--- config.mk ---
export PLATFORM = sky130hd
export DESIGN_NAME = sdCardCmdPath
export DESIGN_NICKNAME = d
export VERILOG_FILES = /design/src/hw/sdCmdPkg.sv /design/src/hw/sdRespPkg.sv /design/src/hw/sdCrc7.sv /design/src/hw/sdCmdReceiver.sv /design/src/hw/sdCmdDecoder.sv /design/src/hw/sdRespTransmitter.sv /design/src/hw/sdCardCmdPath.sv
export VERILOG_INCLUDE_DIRS = /design/src /design/src/hw
export SDC_FILE = /design/constraint.sdc
export NUM_CORES = 1
export LEC_CHECK = 0
export BUFFER_PORTS_ARGS = -buffer_cell sky130_fd_sc_hd__buf_2
export CORE_MARGIN = 2
export CORE_UTILIZATION = 30
export DETAILED_ROUTE_END_ITERATION = 6
export GPL_ROUTABILITY_DRIVEN = 0
export PLACE_DENSITY = 0.55
export SYNTH_ARGS = -nofsm -noshare
export SYNTH_HDL_FRONTEND = slang
export SYNTH_SLANG_ARGS = --single-unit
--- constraint.sdc ---
create_clock -name clk -period 6.53 [get_ports clk]
set_input_delay 0 -clock clk [delete_from_list [all_inputs] [get_ports clk]]
set_output_delay 0 -clock clk [all_outputs]
set_load 0.01 [all_outputs]
--- src/hw/sd_config.svh ---
`ifndef SD_CONFIG_SVH
`define SD_CONFIG_SVH

// Frame lengths on the CMD line
`define SD_CMD_BITS     48
`define SD_RESP_BITS    48

// Start, transmit, index and argument bits
`define SD_CRC_SPAN     40

// Cycles from respValid to the first response bit, at least 2
`define SD_NCR_CYCLES   2

// Address handed out by CMD3
`define SD_ASSIGNED_RCA 16'hAAAA

// ACMD41 reply: power-up done, CCS set, 2.7V to 3.6V window
`define SD_OCR_READY    32'hC0FF8000

`endif

--- src/hw/sdCmdPkg.sv ---
package sdCmdPkg;

    // Application flag in bit 6, command index below
    typedef enum logic [6:0] {
        opGoIdle       = 7'h00,
        opSendRca      = 7'h03,
        opSelect       = 7'h07,
        opSendIfCond   = 7'h08,
        opAppCmd       = 7'h37,
        opSdSendOpCond = 7'h69,
        opUnknown      = 7'h7F
    } cmdOpcode;

    // Fields of a captured command frame
    typedef struct packed {
        logic [5:0]  index;
        logic [31:0] arg;
        logic        crcOk;
        logic        framingOk;
    } cmdFrame;

    // Only ACMD41 depends on the CMD55 prefix
    function automatic cmdOpcode decodeOpcode(input logic app, input logic [5:0] index);
        cmdOpcode op;
        case ({1'b0, index})
            opGoIdle, opSendRca, opSelect, opSendIfCond, opAppCmd: op = cmdOpcode'({1'b0, index});
            default: op = opUnknown;
        endcase
        if (app && {1'b1, index} == opSdSendOpCond) begin
            op = opSdSendOpCond;
        end
        return op;
    endfunction

endpackage

--- src/hw/sdRespPkg.sv ---
package sdRespPkg;

    // Card states as reported in status bits 12:9
    typedef enum logic [3:0] {
        stIdle  = 4'd0,
        stReady = 4'd1,
        stStby  = 4'd3,
        stTran  = 4'd4
    } cardState;

    // Response formats, all 48 bits long
    typedef enum logic [1:0] {
        rkR1,
        rkR3,
        rkR6,
        rkR7
    } respKind;

    // Response contents before framing and CRC
    typedef struct packed {
        respKind     kind;
        logic [5:0]  index;
        logic [31:0] arg;
    } respFrame;

endpackage

--- src/hw/sdCrc7.sv ---
`timescale 1ns/1ps

module sdCrc7 (
    input  logic       clk,
    input  logic       rst_,
    input  logic       clear,
    input  logic       advance,
    input  logic       bitIn,
    output logic [6:0] crc
);

    logic [6:0] base;
    logic       feedback;
    logic [6:0] crcNext;

    // Clear together with advance starts a new frame on this bit
    assign base     = clear ? 7'd0 : crc;
    assign feedback = bitIn ^ base[6];
    // x^7 + x^3 + 1
    assign crcNext  = {base[5:3], base[2] ^ feedback, base[1:0], feedback};

    always_ff @(posedge clk) begin
        if (!rst_) begin
            crc <= 7'd0;
        end else if (advance) begin
            crc <= crcNext;
        end else if (clear) begin
            crc <= 7'd0;
        end
    end

endmodule

--- src/hw/sdCmdReceiver.sv ---
`timescale 1ns/1ps
`include "sd_config.svh"

module sdCmdReceiver import sdCmdPkg::*; (
    input  logic    clk,
    input  logic    rst_,
    input  logic    cmdIn,
    input  logic    respBusy,
    output logic    cmdValid,
    output cmdFrame cmd
);

    typedef enum logic {
        rxIdle,
        rxRecv
    } rxState;

    rxState                  state;
    logic [5:0]              bitCnt;
    logic [`SD_CMD_BITS-2:0] shiftReg;
    logic [`SD_CMD_BITS-1:0] frame;
    logic                    startBit;
    logic                    lastBit;
    logic                    crcAdvance;
    logic [6:0]              crc;

    // ================================================
    // Bit capture
    // ================================================
    // Line is half duplex, so no start bits while a reply is pending
    assign startBit = state == rxIdle && !respBusy && !cmdIn;
    assign lastBit  = state == rxRecv && bitCnt == 6'(`SD_CMD_BITS - 1);

    // 48th bit comes straight from the pin
    assign frame = {shiftReg, cmdIn};

    assign crcAdvance = startBit || (state == rxRecv && bitCnt < 6'(`SD_CRC_SPAN));

    sdCrc7 crcCheck (
        .clk     (clk),
        .rst_    (rst_),
        .clear   (startBit),
        .advance (crcAdvance),
        .bitIn   (cmdIn),
        .crc     (crc)
    );

    always_ff @(posedge clk) begin
        if (!rst_) begin
            state    <= rxIdle;
            bitCnt   <= 6'd0;
            cmdValid <= 1'b0;
        end else begin
            cmdValid <= lastBit;
            case (state)
                rxIdle: begin
                    if (startBit) begin
                        state  <= rxRecv;
                        bitCnt <= 6'd1;
                    end
                end
                rxRecv: begin
                    if (lastBit) begin
                        state <= rxIdle;
                    end else begin
                        bitCnt <= bitCnt + 6'd1;
                    end
                end
                default: state <= rxIdle;
            endcase
        end
    end

    // ================================================
    // Frame checks and publish
    // ================================================
    always_ff @(posedge clk) begin
        shiftReg <= frame[`SD_CMD_BITS-2:0];
        if (lastBit) begin
            cmd.index     <= frame[45:40];
            cmd.arg       <= frame[39:8];
            cmd.crcOk     <= frame[7:1] == crc;
            // Start 0, transmit 1, end 1
            cmd.framingOk <= !frame[47] && frame[46] && frame[0];
        end
    end

endmodule

--- src/hw/sdCmdDecoder.sv ---
`timescale 1ns/1ps
`include "sd_config.svh"

module sdCmdDecoder import sdCmdPkg::*, sdRespPkg::*; (
    input  logic     clk,
    input  logic     rst_,
    input  logic     cmdValid,
    input  cmdFrame  cmd,
    output logic     respValid,
    output respFrame resp
);

    cardState    state;
    cardState    stateNext;
    logic [15:0] rca;
    logic [15:0] rcaNext;
    logic        appPending;
    logic        appNext;
    logic        comCrcError;
    logic        crcErrNext;
    logic        illegalCommand;
    logic        illegalNext;
    logic        respond;
    respFrame    respNext;
    cmdOpcode    op;

    // Card status word carried by R1
    function automatic logic [31:0] r1Status(input cardState st, input logic crcErr,
                                             input logic illegal, input logic appCmd);
        return {8'd0, crcErr, illegal, 9'd0, st, 3'd0, appCmd, 5'd0};
    endfunction

    assign op = decodeOpcode(appPending, cmd.index);

    always_comb begin
        stateNext   = state;
        rcaNext     = rca;
        appNext     = appPending;
        crcErrNext  = comCrcError;
        illegalNext = illegalCommand;
        respond     = 1'b0;
        respNext    = '{kind: rkR1, index: cmd.index, arg: 32'd0};
        if (cmdValid) begin
            // Any command consumes the prefix
            appNext = 1'b0;
            if (!cmd.crcOk || !cmd.framingOk) begin
                crcErrNext = 1'b1;
            end else begin
                case (op)
                    opGoIdle: begin
                        stateNext = stIdle;
                        rcaNext   = 16'd0;
                    end
                    opSendIfCond: begin
                        respond      = 1'b1;
                        respNext     = '{kind: rkR7, index: 6'd8, arg: {20'd0, cmd.arg[11:0]}};
                    end
                    opAppCmd: begin
                        respond      = 1'b1;
                        appNext      = 1'b1;
                        respNext.arg = r1Status(state, comCrcError, illegalCommand, 1'b1);
                        crcErrNext   = 1'b0;
                        illegalNext  = 1'b0;
                    end
                    opSdSendOpCond: begin
                        respond   = 1'b1;
                        respNext  = '{kind: rkR3, index: 6'h3F, arg: `SD_OCR_READY};
                        stateNext = stReady;
                    end
                    opSendRca: begin
                        respond       = 1'b1;
                        respNext.kind = rkR6;
                        // Short status: bits 15, 14 and 12:9 of the full word
                        respNext.arg  = {`SD_ASSIGNED_RCA, comCrcError, illegalCommand, 1'b0,
                                         state, 9'd0};
                        rcaNext       = `SD_ASSIGNED_RCA;
                        stateNext     = stStby;
                        crcErrNext    = 1'b0;
                        illegalNext   = 1'b0;
                    end
                    opSelect: begin
                        // Other addresses deselect, so silence
                        if (cmd.arg[31:16] == rca && rca != 16'd0) begin
                            respond      = 1'b1;
                            respNext.arg = r1Status(state, comCrcError, illegalCommand, 1'b0);
                            stateNext    = stTran;
                            crcErrNext   = 1'b0;
                            illegalNext  = 1'b0;
                        end
                    end
                    default: illegalNext = 1'b1;
                endcase
            end
        end
    end

    always_ff @(posedge clk) begin
        if (!rst_) begin
            state          <= stIdle;
            rca            <= 16'd0;
            appPending     <= 1'b0;
            comCrcError    <= 1'b0;
            illegalCommand <= 1'b0;
            respValid      <= 1'b0;
        end else begin
            state          <= stateNext;
            rca            <= rcaNext;
            appPending     <= appNext;
            comCrcError    <= crcErrNext;
            illegalCommand <= illegalNext;
            respValid      <= respond;
        end
    end

    always_ff @(posedge clk) begin
        if (respond) begin
            resp <= respNext;
        end
    end

endmodule

--- src/hw/sdRespTransmitter.sv ---
`timescale 1ns/1ps
`include "sd_config.svh"

module sdRespTransmitter import sdRespPkg::*; (
    input  logic     clk,
    input  logic     rst_,
    input  logic     respValid,
    input  respFrame resp,
    output logic     respBusy,
    output logic     cmdOut,
    output logic     cmdOutEn
);

    typedef enum logic [1:0] {
        txIdle,
        txGap,
        txSend
    } txState;

    txState                   state;
    logic [5:0]               bitCnt;
    logic [3:0]               gapCnt;
    logic [`SD_RESP_BITS-1:0] txShift;
    logic                     useCrc;
    logic                     load;
    logic                     crcPhase;
    logic                     crcAdvance;
    logic [2:0]               crcPos;
    logic [6:0]               crc;

    assign load       = respValid && state == txIdle;
    assign respBusy   = respValid || state != txIdle;
    assign cmdOutEn   = state == txSend;
    assign crcAdvance = cmdOutEn && bitCnt < 6'(`SD_CRC_SPAN);

    // CRC bits 40..46 are muxed in from the generator, MSB first
    assign crcPhase = useCrc && bitCnt >= 6'(`SD_CRC_SPAN) && bitCnt < 6'(`SD_RESP_BITS - 1);
    assign crcPos   = 3'(6'(`SD_RESP_BITS - 2) - bitCnt);
    assign cmdOut   = !cmdOutEn ? 1'b1 : crcPhase ? crc[crcPos] : txShift[`SD_RESP_BITS-1];

    sdCrc7 crcGen (
        .clk     (clk),
        .rst_    (rst_),
        .clear   (load),
        .advance (crcAdvance),
        .bitIn   (txShift[`SD_RESP_BITS-1]),
        .crc     (crc)
    );

    // ================================================
    // Gap timer and bit counter
    // ================================================
    always_ff @(posedge clk) begin
        if (!rst_) begin
            state  <= txIdle;
            bitCnt <= 6'd0;
            gapCnt <= 4'd0;
        end else begin
            case (state)
                txIdle: begin
                    if (load) begin
                        state  <= txGap;
                        gapCnt <= 4'(`SD_NCR_CYCLES - 1);
                    end
                end
                txGap: begin
                    if (gapCnt == 4'd1) begin
                        state  <= txSend;
                        bitCnt <= 6'd0;
                    end else begin
                        gapCnt <= gapCnt - 4'd1;
                    end
                end
                txSend: begin
                    if (bitCnt == 6'(`SD_RESP_BITS - 1)) begin
                        state <= txIdle;
                    end else begin
                        bitCnt <= bitCnt + 6'd1;
                    end
                end
                default: state <= txIdle;
            endcase
        end
    end

    // ================================================
    // Serializer
    // ================================================
    always_ff @(posedge clk) begin
        if (load) begin
            // R3 carries all ones in the index and CRC fields
            txShift <= {2'b00, (resp.kind == rkR3) ? 6'h3F : resp.index, resp.arg, 7'h7F, 1'b1};
            useCrc  <= resp.kind != rkR3;
        end else if (cmdOutEn) begin
            txShift <= {txShift[`SD_RESP_BITS-2:0], 1'b1};
        end
    end

endmodule

--- src/hw/sdCardCmdPath.sv ---
`timescale 1ns/1ps

module sdCardCmdPath import sdCmdPkg::*, sdRespPkg::*; (
    input  logic clk,
    input  logic rst_,
    input  logic cmdIn,
    output logic cmdOut,
    output logic cmdOutEn
);

    logic     cmdValid;
    cmdFrame  cmd;
    logic     respValid;
    respFrame resp;
    logic     respBusy;

    // Capture and check
    sdCmdReceiver receiver (
        .clk      (clk),
        .rst_     (rst_),
        .cmdIn    (cmdIn),
        .respBusy (respBusy),
        .cmdValid (cmdValid),
        .cmd      (cmd)
    );

    // Card state and reply selection
    sdCmdDecoder decoder (
        .clk       (clk),
        .rst_      (rst_),
        .cmdValid  (cmdValid),
        .cmd       (cmd),
        .respValid (respValid),
        .resp      (resp)
    );

    // Drives the line, busy goes back to the receiver
    sdRespTransmitter transmitter (
        .clk       (clk),
        .rst_      (rst_),
        .respValid (respValid),
        .resp      (resp),
        .respBusy  (respBusy),
        .cmdOut    (cmdOut),
        .cmdOutEn  (cmdOutEn)
    );

endmodule

==> results_dict.tcl <==
set metrics [dict create \
    status "finished, final reports clean" \
    io-pin-count 5 \
    track_usage 0.09941 \
    placement.io_buffers 4 \
    area_delta_synth_final_pct 14.04 \
    cts_resized 0 \
    number_of_vias_per_cell_after_detailed_routing 4.430 \
    dp_hpwl_um 7426 \
    maxSlewViolCount 0 \
    slew_headroom 0.3215 \
    timing.final.crit_share 0.4894 \
    main_synth_ff_type "sky130_fd_sc_hd__edfxtp_1" \
    power_density_nw_per_um2 338.1 \
    netlist-cell-type-count 59 \
    initial_core_utilization 0.3079 \
    number_of_search_and_repair_iterations_in_the_first_detailed_routing_pass 4 \
    synth_sequential_area_ratio 0.6964 \
    design_area_um2 7999 \
    tritoncts "built" \
    critical_path_required_ns 6.58 \
    netlist_top_cells_area "sky130_fd_sc_hd__edfxtp_1 44%, sky130_fd_sc_hd__dfxtp_1 26%, sky130_fd_sc_hd__nand2_1 5.0%" \
    placed_area_um2 7395 \
    clock_skew_ns 0.01068 \
    cts.path.max_buffers 2 \
    postSynthRegisterBits 193 \
    critical_path.max_fanout 27 \
    numCtsBuffers 17 \
    synthesis.area_per_instance_um2 12.59 \
    syn_nets 568 \
    die_h_um 156.9 \
    fmax_mhz 312.9 \
    avgRoutedWirePerCell_um 12.59 \
    clk_latency_ns 0.44 \
    antennaDiodeCount 0 \
    fraction_of_layout_cells_with_a_size_suffix_above_1 0.08606 \
    cts.clk_slew.worst_paths_ns 0.07 \
    criticalPathCategory "reg -> reg" \
    global_route.peak_usage_layer "met2" \
    max_vdd_drop_uv 168.9 \
    detail_route.drc_violations 0 \
    clockRootBuffer "sky130_fd_sc_hd__clkbuf_16" \
    final-hold-violation-count 0 \
    first_pass_grt_wire_length_um 19180 \
    num-fill-cells 2163 \
    routed-via-count 3960 \
    rsz0062_at_grt "false" \
    area.sequential_um2 4885 \
    global_route.usage.met3 0.02643 \
    final_nets 579 \
    drv.max_cap_violation_count 0 \
    rows 55 \
    timing.critical_path.to_type "register" \
    clock_sinks 193 \
    worst_slew_pin_slew_ns 1.015 \
    yosys_warnings 0 \
    finalWirelength_um 11250 \
    antenna_violations_before_repair 0 \
    finalSetupViolations 0 \
    leakagePower_nw 2.802 \
    worstSetupStartpointType "register" \
    grt_total_ovfl 0 \
    die-width_um 156.9 \
    core_um2 22780 \
    synthArstFlopShare 0 \
    met2_layer_usage_reported_by_global_route 0.1525 \
    hold_buffers 1 \
    cp_data_arrival_time_ns 3.25 \
    number_of_global_route_vias_before_repair 3874 \
    synthesis.instances 557 \
    m1_gr_usage 0.1313 \
    number_of_flops_mapped_to_enable_cells_by_yosys 102 \
    cts_setup_buffers 0 \
    timing.hold.worst.class "in -> reg" \
    clock_tree.htree_level_count 4 \
    syn-cell-area_um2 7014 \
    dieArea_um2 24620 \
    grt_max_degree 39 \
    yosys-top-cells-count "102 x sky130_fd_sc_hd__edfxtp_1, 93 x sky130_fd_sc_hd__nand2_1, 91 x sky130_fd_sc_hd__dfxtp_1" \
    drt_iter0_markers 206 \
    synthMostInstantiatedCell "sky130_fd_sc_hd__edfxtp_1" \
    timing.setup.tns_ns 0 \
    yosys.area.top_type_share 0.4367 \
    multi_input_comb_area_um2 2019 \
    synth_top_area_cell "sky130_fd_sc_hd__edfxtp_1" \
    fin_crit_ns 3.196 \
    final_antenna_net_count 0 \
]
-- sequential cells by signal (all words and copies together), names as in the netlist, 2 cells and up --
register,flops
decoder.resp,27
decoder.state,3
receiver.bitCnt,6
receiver.cmd,36
receiver.crcCheck.crc,7
receiver.shiftReg,47
transmitter.bitCnt,6
transmitter.crcGen.crc,7
transmitter.gapCnt,4
transmitter.state,2
transmitter.txShift,40
-- worst paths after layout --
check                                   endpoint  cells past startpoint  slack, ns                           from
setup / recovery  decoder.resp[29]$_SDFFCE_PP0P_                      5       3.33     receiver.cmd[39]$_DFFE_PP_
hold reg to reg    receiver.shiftReg[22]$_DFF_P_                      0       0.33  receiver.shiftReg[21]$_DFF_P_
setup reg to reg  decoder.resp[29]$_SDFFCE_PP0P_                      5       3.33     receiver.cmd[39]$_DFFE_PP_
hold / removal     decoder.state[0]$_SDFFE_PN0P_                      2       0.09                           rst_
-- where the power goes --
| part | leakage [nW] | switching (W) | internal [W] |
|---|---|---|---|
| Sequential | 1.62 | 0.0000504 | 0.00140 |
| Combinational | 0.895 | 0.000140 | 0.000101 |
| Clock | 0.282 | 0.000502 | 0.000515 |
| Total | 2.80 | 0.000692 | 0.00201 |
-- kinds of logic after synthesis --
logic type      Yosys count  synth area share
compound gates           83           0.08045
buf+inv                  31           0.01659
simple gates            211            0.1504
fa+ha+maj                 8           0.01427
xor+xnor                 23           0.02872
mux                       8           0.01320
flops                   193            0.6964
-- critical path, cell delays in order (launching register included) --
cell and delay, ns:
sky130_fd_sc_hd__edfxtp_1 0.49, sky130_fd_sc_hd__or3_4 0.45, sky130_fd_sc_hd__nor4b_2 0.81, sky130_fd_sc_hd__and2_1 0.24
sky130_fd_sc_hd__nor2_1 0.06, sky130_fd_sc_hd__nand2_1 0.77
-- final cells by class --
cell class / count / share of cell area
Inverter: 15 / 0.007039
Clock buffer: 17 / 0.05318
Sequential cell: 193 / 0.6107
Timing Repair Buffer: 8 / 0.006570
Tap cell: 313 / 0.04896
Multi-Input combinational cell: 333 / 0.2525
Clock inverter: 15 / 0.02112
-- layout by cell type (no fill, tap or decap), drive strengths merged, types with 4 or more instances in the layout --
cell    instances
a21boi          5
a21o            9
a21oi          20
a31oi           4
and2           14
and3           13
buf             7
clkbuf         17
clkinv          7
dfxtp          91
edfxtp        102
ha              8
inv            21
mux2i           7
nand2          93
nand2b          8
nand3          16
nand4           5
nor2           24
nor2b           8
nor3            5
o21ai          17
o22a            6
xnor2          12
xor2           11
-- per-stage QoR --
| stage | hold slack (ns) | total power [W] | util | std cells | setup slack (ns) |
|---|---|---|---|---|---|
| global route | 0.1019 | 0.002828 | 0.3512 | 894 | 3.024 |
| detailed placement | 0.1753 | 0.001717 | 0.3246 | 861 | 3.327 |
| finish | 0.08633 | 0.002704 | 0.3512 | 894 | 3.334 |
| global placement | 0.1620 | 0.001704 | 0.3246 | 861 | 3.379 |
| CTS | 0.06695 | 0.002737 | 0.3512 | 894 | 3.311 |
| floorplan | 0.02772 | 0.001651 | - | 557 | 1.166 |
-- layer usage --
metal	wire, µm	up-vias
met5	0	-
met4	224	0
met3	314	14
met2	5094	42
met1	5619	1888
li1	-	2016
Note: power is estimated with default switching activity, not from simulation.
